### src/design/net_tx_pkg.sv
package net_tx_pkg;

  // ------------------------------
  // basic types
  // ------------------------------

  // source ids, lowest value wins arbitration
  typedef enum logic [1:0] {
    PT_ARP  = 2'd0,
    PT_ICMP = 2'd1,
    PT_DHCP = 2'd2,
    PT_UDP  = 2'd3
  } proto_t;

  typedef logic [7:0]  byte_t;
  typedef logic [47:0] mac_t;
  typedef logic [15:0] len_t;

  // ------------------------------
  // framing constants
  // ------------------------------

  // one req/ack pair per protocol
  localparam int NUM_SRC = 4;

  // preamble and start byte
  localparam int    PREAMBLE_LEN  = 7;
  localparam byte_t PREAMBLE_BYTE = 8'h55;
  localparam byte_t SFD_BYTE      = 8'hD5;

  // short payloads are zero padded up to this
  localparam len_t MIN_PAYLOAD = 16'd46;

  // idle byte times between frames
  localparam int IFG_LEN = 12;

  // ethertypes
  localparam logic [15:0] ETH_ARP = 16'h0806;
  localparam logic [15:0] ETH_IP  = 16'h0800;

  localparam mac_t BROADCAST_MAC = 48'hFFFF_FFFF_FFFF;

endpackage

### src/design/frame_if.sv
`timescale 1ns/10ps

interface frame_if;

  // one frame order, stable from start until done
  net_tx_pkg::proto_t proto;
  logic               start;
  net_tx_pkg::mac_t   dest_mac;
  net_tx_pkg::len_t   length;
  logic               done;

  // arbiter issues the order
  modport arbiter (output proto, output start, output length, input done);

  // destination block answers with the mac for the granted protocol
  modport dest (input proto, output dest_mac);

  // builder consumes the order and reports the last byte
  modport builder (input proto, input start, input dest_mac, input length, output done);

  // read-only view for the top level
  modport top (input proto, input start, input dest_mac, input length, input done);

endinterface

### src/design/frame_builder.sv
`timescale 1ns/10ps

module frame_builder (
  input  logic              tx_clock,
  input  logic              rst_n,
  frame_if.builder          order,
  input  net_tx_pkg::mac_t  local_mac,
  input  net_tx_pkg::byte_t payload_data,
  output logic              payload_take,
  output net_tx_pkg::byte_t tx_byte,
  output logic              tx_valid,
  output logic              tx_last
);

  typedef enum logic [2:0] {
    F_IDLE,
    F_PREAMBLE,
    F_SFD,
    F_DEST,
    F_SRC,
    F_TYPE,
    F_PAYLOAD
  } field_t;

  field_t           field;
  field_t           next_field;
  net_tx_pkg::len_t cnt;
  net_tx_pkg::len_t field_len;
  net_tx_pkg::len_t pay_total;
  logic             field_end;
  logic [15:0]      ether;

  // pick byte idx of a mac, most significant first
  function automatic net_tx_pkg::byte_t mac_byte(net_tx_pkg::mac_t mac, logic [2:0] idx);
    return mac[8 * (5 - int'(idx)) +: 8];
  endfunction

  // ------------------------------
  // field lengths and order
  // ------------------------------

  // payload plus padding
  assign pay_total = (order.length > net_tx_pkg::MIN_PAYLOAD) ?
                     order.length : net_tx_pkg::MIN_PAYLOAD;

  always_comb begin
    case (field)
      F_PREAMBLE: begin
        field_len  = net_tx_pkg::len_t'(net_tx_pkg::PREAMBLE_LEN);
        next_field = F_SFD;
      end
      F_SFD: begin
        field_len  = 16'd1;
        next_field = F_DEST;
      end
      F_DEST: begin
        field_len  = 16'd6;
        next_field = F_SRC;
      end
      F_SRC: begin
        field_len  = 16'd6;
        next_field = F_TYPE;
      end
      F_TYPE: begin
        field_len  = 16'd2;
        next_field = F_PAYLOAD;
      end
      F_PAYLOAD: begin
        field_len  = pay_total;
        next_field = F_IDLE;
      end
      default: begin
        field_len  = 16'd1;
        next_field = F_IDLE;
      end
    endcase
  end

  assign field_end = (cnt == field_len - 16'd1);

  // ------------------------------
  // field sequencer
  // ------------------------------
  always_ff @(posedge tx_clock or negedge rst_n) begin
    if (!rst_n) begin
      field <= F_IDLE;
      cnt   <= '0;
    end else if (field == F_IDLE) begin
      cnt <= '0;
      if (order.start) begin
        field <= F_PREAMBLE;
      end
    end else if (field_end) begin
      field <= next_field;
      cnt   <= '0;
    end else begin
      cnt <= cnt + 16'd1;
    end
  end

  // ------------------------------
  // byte mux
  // ------------------------------
  assign ether = (order.proto == net_tx_pkg::PT_ARP) ? net_tx_pkg::ETH_ARP : net_tx_pkg::ETH_IP;

  // source bytes while length lasts, zeros after
  assign payload_take = (field == F_PAYLOAD) && (cnt < order.length);

  always_comb begin
    case (field)
      F_PREAMBLE: tx_byte = net_tx_pkg::PREAMBLE_BYTE;
      F_SFD:      tx_byte = net_tx_pkg::SFD_BYTE;
      F_DEST:     tx_byte = mac_byte(order.dest_mac, cnt[2:0]);
      F_SRC:      tx_byte = mac_byte(local_mac, cnt[2:0]);
      F_TYPE:     tx_byte = cnt[0] ? ether[7:0] : ether[15:8];
      F_PAYLOAD:  tx_byte = payload_take ? payload_data : 8'h00;
      default:    tx_byte = 8'h00;
    endcase
  end

  assign tx_valid   = (field != F_IDLE);
  assign tx_last    = (field == F_PAYLOAD) && field_end;
  assign order.done = tx_last;

  // take only in payload, and the order must not move under it
  a_take_in_payload: assert property (@(posedge tx_clock) disable iff (!rst_n)
    payload_take |-> (field == F_PAYLOAD) && $stable(order.length));

endmodule

### src/design/net_tx.sv
`timescale 1ns/10ps

module net_tx (
  input  logic                           tx_clock,
  input  logic                           rst_n,
  input  logic                           run,

  // addresses
  input  net_tx_pkg::mac_t               local_mac,
  input  net_tx_pkg::mac_t               remote_mac,
  input  net_tx_pkg::mac_t               udp_destination_mac,

  // packet sources
  input  logic [net_tx_pkg::NUM_SRC-1:0] src_req,
  input  net_tx_pkg::len_t               src_length [net_tx_pkg::NUM_SRC],
  input  net_tx_pkg::byte_t              payload_data,
  output logic [net_tx_pkg::NUM_SRC-1:0] src_ack,
  output net_tx_pkg::proto_t             tx_grant,
  output logic                           grant_valid,
  output logic                           payload_take,

  // phy
  output net_tx_pkg::byte_t              phy_tx_data,
  output logic                           phy_tx_valid
);

  net_tx_pkg::byte_t tx_byte;
  logic              tx_valid;
  logic              tx_last;
  logic              port_busy;

  frame_if order ();

  // ------------------------------
  // frame order
  // ------------------------------
  tx_arbiter arbiter_inst (
    .tx_clock    (tx_clock),
    .rst_n       (rst_n),
    .src_req     (src_req),
    .src_length  (src_length),
    .port_busy   (port_busy),
    .src_ack     (src_ack),
    .tx_grant    (tx_grant),
    .grant_valid (grant_valid),
    .order       (order.arbiter)
  );

  tx_dest_regs dest_inst (
    .tx_clock            (tx_clock),
    .rst_n               (rst_n),
    .run                 (run),
    .remote_mac          (remote_mac),
    .udp_destination_mac (udp_destination_mac),
    .order               (order.dest)
  );

  // ------------------------------
  // byte stream
  // ------------------------------
  frame_builder builder_inst (
    .tx_clock     (tx_clock),
    .rst_n        (rst_n),
    .order        (order.builder),
    .local_mac    (local_mac),
    .payload_data (payload_data),
    .payload_take (payload_take),
    .tx_byte      (tx_byte),
    .tx_valid     (tx_valid),
    .tx_last      (tx_last)
  );

  phy_tx_port phy_inst (
    .tx_clock     (tx_clock),
    .rst_n        (rst_n),
    .tx_byte      (tx_byte),
    .tx_valid     (tx_valid),
    .tx_last      (tx_last),
    .phy_tx_data  (phy_tx_data),
    .phy_tx_valid (phy_tx_valid),
    .port_busy    (port_busy)
  );

endmodule

### src/design/phy_tx_port.sv
`timescale 1ns/10ps

module phy_tx_port (
  input  logic              tx_clock,
  input  logic              rst_n,
  input  net_tx_pkg::byte_t tx_byte,
  input  logic              tx_valid,
  input  logic              tx_last,
  output net_tx_pkg::byte_t phy_tx_data,
  output logic              phy_tx_valid,
  output logic              port_busy
);

  localparam int GAP_W = $clog2(net_tx_pkg::IFG_LEN + 1);

  logic [GAP_W-1:0] gap_cnt;

  // ------------------------------
  // output register
  // ------------------------------

  // data lane, valid qualifies it
  always_ff @(posedge tx_clock) begin
    phy_tx_data <= tx_byte;
  end

  always_ff @(posedge tx_clock or negedge rst_n) begin
    if (!rst_n) begin
      phy_tx_valid <= 1'b0;
    end else begin
      phy_tx_valid <= tx_valid;
    end
  end

  // ------------------------------
  // inter-frame gap
  // ------------------------------

  // armed by the last byte, runs down once per clock
  always_ff @(posedge tx_clock or negedge rst_n) begin
    if (!rst_n) begin
      gap_cnt <= '0;
    end else if (tx_valid && tx_last) begin
      gap_cnt <= GAP_W'(net_tx_pkg::IFG_LEN);
    end else if (gap_cnt != '0) begin
      gap_cnt <= gap_cnt - 1'b1;
    end
  end

  // busy from first byte in until the gap has drained
  assign port_busy = tx_valid || phy_tx_valid || (gap_cnt != '0);

  // the arbiter must hold off the next frame during the gap
  a_no_valid_in_gap: assert property (@(posedge tx_clock) disable iff (!rst_n)
    (gap_cnt != '0) |-> !tx_valid);

endmodule

### src/design/tx_arbiter.sv
`timescale 1ns/10ps

module tx_arbiter (
  input  logic                                tx_clock,
  input  logic                                rst_n,
  input  logic [net_tx_pkg::NUM_SRC-1:0]      src_req,
  input  net_tx_pkg::len_t                    src_length [net_tx_pkg::NUM_SRC],
  input  logic                                port_busy,
  output logic [net_tx_pkg::NUM_SRC-1:0]      src_ack,
  output net_tx_pkg::proto_t                  tx_grant,
  output logic                                grant_valid,
  frame_if.arbiter                            order
);

  typedef enum logic [1:0] {
    ARB_IDLE,
    ARB_BUILD,
    ARB_ACK
  } arb_state_t;

  arb_state_t         state;
  net_tx_pkg::proto_t grant_proto;
  net_tx_pkg::proto_t pick;
  net_tx_pkg::len_t   grant_len;
  logic               start_q;
  logic               no_ack;

  // ------------------------------
  // fixed priority pick
  // ------------------------------

  // walk down so the lowest index is left in pick
  always_comb begin
    pick = net_tx_pkg::PT_UDP;
    for (int i = net_tx_pkg::NUM_SRC - 1; i >= 0; i--) begin
      if (src_req[i]) begin
        pick = net_tx_pkg::proto_t'(i[1:0]);
      end
    end
  end

  assign no_ack = (src_ack == '0);

  // ------------------------------
  // idle / build / ack
  // ------------------------------
  always_ff @(posedge tx_clock or negedge rst_n) begin
    if (!rst_n) begin
      state       <= ARB_IDLE;
      grant_proto <= net_tx_pkg::PT_ARP;
      grant_len   <= '0;
      start_q     <= 1'b0;
      src_ack     <= '0;
    end else begin
      // start is a single cycle pulse
      start_q <= 1'b0;
      case (state)
        ARB_IDLE: begin
          // wait out the gap before taking the next order
          if ((|src_req) && !port_busy && no_ack) begin
            grant_proto <= pick;
            grant_len   <= src_length[pick];
            start_q     <= 1'b1;
            state       <= ARB_BUILD;
          end
        end
        ARB_BUILD: begin
          if (order.done) begin
            src_ack[grant_proto] <= 1'b1;
            state                <= ARB_ACK;
          end
        end
        ARB_ACK: begin
          // four-phase release of ack once req is gone
          if (!src_req[grant_proto]) begin
            src_ack <= '0;
            state   <= ARB_IDLE;
          end
        end
        default: state <= ARB_IDLE;
      endcase
    end
  end

  assign order.proto  = grant_proto;
  assign order.length = grant_len;
  assign order.start  = start_q;

  assign tx_grant    = grant_proto;
  assign grant_valid = (state != ARB_IDLE);

  // ------------------------------
  // checks
  // ------------------------------
  a_ack_onehot: assert property (@(posedge tx_clock) disable iff (!rst_n)
    $onehot0(src_ack));

endmodule

### src/design/tx_dest_regs.sv
`timescale 1ns/10ps

module tx_dest_regs (
  input  logic             tx_clock,
  input  logic             rst_n,
  input  logic             run,
  input  net_tx_pkg::mac_t remote_mac,
  input  net_tx_pkg::mac_t udp_destination_mac,
  frame_if.dest            order
);

  // udp destination as seen when run went high
  net_tx_pkg::mac_t run_dest_mac;

  // ------------------------------
  // run-gated latch
  // ------------------------------

  // follows the host value until streaming starts, then holds
  always_ff @(posedge tx_clock or negedge rst_n) begin
    if (!rst_n) begin
      run_dest_mac <= '0;
    end else if (!run) begin
      run_dest_mac <= udp_destination_mac;
    end
  end

  // ------------------------------
  // per-protocol destination
  // ------------------------------
  always_comb begin
    case (order.proto)
      // arp requests and dhcp discovery go to everyone
      net_tx_pkg::PT_ARP:  order.dest_mac = net_tx_pkg::BROADCAST_MAC;
      net_tx_pkg::PT_DHCP: order.dest_mac = net_tx_pkg::BROADCAST_MAC;
      // echo replies go back to whoever pinged
      net_tx_pkg::PT_ICMP: order.dest_mac = remote_mac;
      net_tx_pkg::PT_UDP:  order.dest_mac = run_dest_mac;
      default:             order.dest_mac = net_tx_pkg::BROADCAST_MAC;
    endcase
  end

endmodule

### config.mk
export PLATFORM = sky130hd
export DESIGN_NAME = net_tx
export DESIGN_NICKNAME = d
export VERILOG_FILES = /design/src/design/net_tx_pkg.sv /design/src/design/frame_if.sv /design/src/design/frame_builder.sv /design/src/design/net_tx.sv /design/src/design/phy_tx_port.sv /design/src/design/tx_arbiter.sv /design/src/design/tx_dest_regs.sv
export SDC_FILE = /design/constraint.sdc
export NUM_CORES = 1
export LEC_CHECK = 0
export BUFFER_PORTS_ARGS = -buffer_cell sky130_fd_sc_hd__buf_2
export CAP_MARGIN = 20
export CORE_UTILIZATION = 44
export CTS_CLUSTER_SIZE = 28
export DETAILED_ROUTE_END_ITERATION = 7
export PLACE_DENSITY = 0.72
export SLEW_MARGIN = 20
export SYNTH_ARGS = -nofsm -noshare
export SYNTH_HDL_FRONTEND = slang
export SYNTH_SLANG_ARGS = --single-unit
### constraint.sdc
create_clock -name tx_clock -period 4.7 [get_ports tx_clock]
set_clock_uncertainty 0.05 [all_clocks]
set_input_delay 0.235 -clock tx_clock [delete_from_list [all_inputs] [get_ports tx_clock]]
set_output_delay 0.235 -clock tx_clock [all_outputs]
set_load 0.03 [all_outputs]
==> results.ini <==
[run_status]
outcome=finished clean

[yosys]
synth_top_area_share_pct=30.7
synth_seq_area_share_pct=32.7
synthTopCellsByArea=dfrtp_1, mux4_2, mux2_2, nor2_1, a21oi_1
synth_seq_cells=105
yosysTopAreaCell=dfrtp_1
synth_ff_type=dfrtp_1
syn_area_um2=7900
synth_edf_count=0
synth.distinct_cells=83
ys.warnings.count=0
synth_cells=827
synth_fp_nets=1075
async_reset_ff_share_pct=92.4
synth_area_per_cell_um2=9.56

[pwr]
leakage_nw=4.36
p_per_area_nw_per_um2=513
ir_worst_vdd_v=0.000258

[floorplanning]
fp.dieW_um=136
rows=48
die_h_um=136
io_pins=240
die_area_um2=18500
core_um2=17400
initial_utilization_pct=45.4

[placement]
dp.cells=1258
hpwlAfterDp_mm=19.3
gp_congestion=1.01
portBuffers=239

[setup_path]
r2r-end=builder_inst.field[1]
r2r-start=builder_inst.field[2]
end_kind=register
cp_slowest_cell=dfrtp_1
crit_path_max_fanout=14
start_kind=register
path_depth=14
crit_required_ps=4940
rrSetupSlack_ps=220
rr_worst_depth=14
worstPathArrival_ps=4710
path_class=reg2reg
path_delay_family=simple AND/OR/NAND/NOR gates
critPathBufInv=2
path_cells=inv_1 -> xnor2_1 -> a311o_1 -> clkinv_2 -> ha_1 -> o211ai_2 -> or4b_1 -> a32oi_2 -> o22ai_1 -> nor3_1 -> nor4b_1 -> or4b_4 -> or3b_1 -> a21oi_1
cpPeakStageDelay_ps=650

[sta]
rsz0062_at_grt=false
finalSetupTns_ps=0
setup_viol=0
hold_viol=0
fin_crit_sh_pct=95.3
slew_headroom_pct=46.5
clock.fmax_mhz=223
min_period_ps=4480
tightest_slew_ps=803
slew_violations=0
fin_hold_ws_ps=47.1

[cts]
cts_htree_levels=3
clk_pin_slew_ps=80
clock_path_buffers=2
cts_tree=done
cts_buffers=9
root_buffer=clkbuf_16
cts.sink_count=105
clock_latency_ps=360

[route]
vias_per_cell=5.94
drt-initial-drc-count=415
first_pass_iters=5
wirelength_mm=24.6
drc_errors=0
vias=7584
detail-route-antenna-nets=0
wl_per_cell_um=19.2

[job]
drv_cap=0

[worst_hold_path]
holdPathStages=2
hold_class=in2reg
worstHoldStart=udp_destination_mac[5]
worstHoldEndpoint=dest_inst.run_dest_mac[5]

[global_routing]
antenna_found_initial=0
grt_overflow=0
grt_pass1_vias=7407
grt_pass1_wl_mm=38.4
grt_usage_pct=27.2
grt_max_degree=62

[finish]
drive_above_1_share_pct=38.2
antennaDiodeCount=0
num-nets-final=1295
fin_cells=1277
fill_cells=1621
syn_to_final_growth_pct=22.4

## how the worst max path moves through the flow
stage	from	endpoint	slack [ps]
floorplan	arbiter_inst.order.length[14]	arbiter_inst.state[0]	270
global placement	arbiter_inst.order.length[14]	builder_inst.field[0]	300
detailed placement	arbiter_inst.order.length[14]	builder_inst.field[0]	80
CTS	arbiter_inst.order.length[14]	builder_inst.field[0]	20
global route	builder_inst.field[0]	arbiter_inst.src_ack[2]	20
finish	builder_inst.field[2]	builder_inst.field[1]	220
## registers in the layout, summed over array words and instances (netlist names)
register,flops
dest_inst.run_dest_mac,48
phy_inst.gap_cnt,4
phy_inst.phy_tx_data,8
arbiter_inst.order.length,16
arbiter_inst.order.start,1
builder_inst.cnt,16
arbiter_inst.src_ack,4
builder_inst.field,3
arbiter_inst.order.proto,2
arbiter_inst.state,2
phy_inst.phy_tx_valid,1
## kinds of logic (layout without fill, tap and decap cells)
| group | after synthesis | in the layout | share of synthesized area, % |
|---|---|---|---|
| xor+xnor | 27 | 27 | 2.99 |
| simple gates | 254 | 254 | 16.8 |
| fa+ha+maj | 25 | 25 | 3.96 |
| flops | 105 | 105 | 32.7 |
| buf+inv | 96 | 321 | 5.03 |
| mux | 120 | 120 | 21.4 |
| compound gates | 200 | 200 | 17.1 |
## layout by cell type, fill, tap and decap left out, types with 5 or more instances in the layout
cell and instances:
buf_2 237, dfrtp_1 95, nor2_1 88, a21oi_1 65, mux2_2 57, nand2_1 44
inv_1 35, mux4_2 33, o21ai_0 32, buf_4 29, mux2i_1 28, ha_1 25
xnor2_1 19, nor3_1 18, nand3_1 18, a211oi_1 17, nand4_1 15, nand2b_1 13
a21o_1 10, o221ai_1 10, a31oi_1 9, nor4_1 9, clkbuf_16 9, xor2_1 8
dfxtp_1 8, o211ai_1 6, o2111ai_1 5, or4_1 5, and3_1 5
## stage by stage
| step | util, % | setup slack [ps] | power [mW] | area, um2 |
|---|---|---|---|---|
| floorplan | - | 267 | 3.29 | 7900 |
| global placement | 53.5 | 299 | 4.09 | 9320 |
| detailed placement | 53.5 | 80.7 | 4.14 | 9320 |
| CTS | 55.3 | 18.7 | 4.91 | 9620 |
| global route | 55.5 | 16.5 | 5.27 | 9670 |
| finish | 55.5 | 221 | 4.96 | 9670 |
## layout make-up
class / count / area [um2] / area share [%]
well taps: 225 / 282 / 2.91
inverters: 38 / 144 / 1.49
multi-input cells: 626 / 4950 / 51.2
repair buffers: 267 / 1410 / 14.6
clock inverters: 6 / 61.3 / 0.634
clock buffers: 10 / 229 / 2.37
flip-flops and latches: 105 / 2590 / 26.8
## synth_stat cells, drive strengths merged, types with 20 or more instances
library cell / number
nor2: 90
inv: 36
dfrtp: 97
mux2: 59
mux4: 33
nand2: 45
o21ai: 35
buf: 20
mux2i: 28
a21oi: 65
ha: 25
clkbuf: 38
## repair_timing
item,in CTS,in global routing
buffers inserted,0,2
endpoints found under the setup margin,0,29
endpoints found under the hold margin,60,0
hold buffers,1,0
gates resized for setup,0,7
## per-layer routing
layer,track usage (%),part of all wire [%],vias up
li1,-,-,3533
met1,32.5,39,3687
met2,47.7,51,299
met3,4.92,5.9,65
met4,11.5,3.8,0
met5,0,0,-
## where the power goes
group	switching, mW	internal, mW
Combinational	1.66	1.22
Sequential	0.222	1.10
Clock	0.394	0.374
Total	2.27	2.69
No activity file was read; power rests on OpenSTA's default activity.
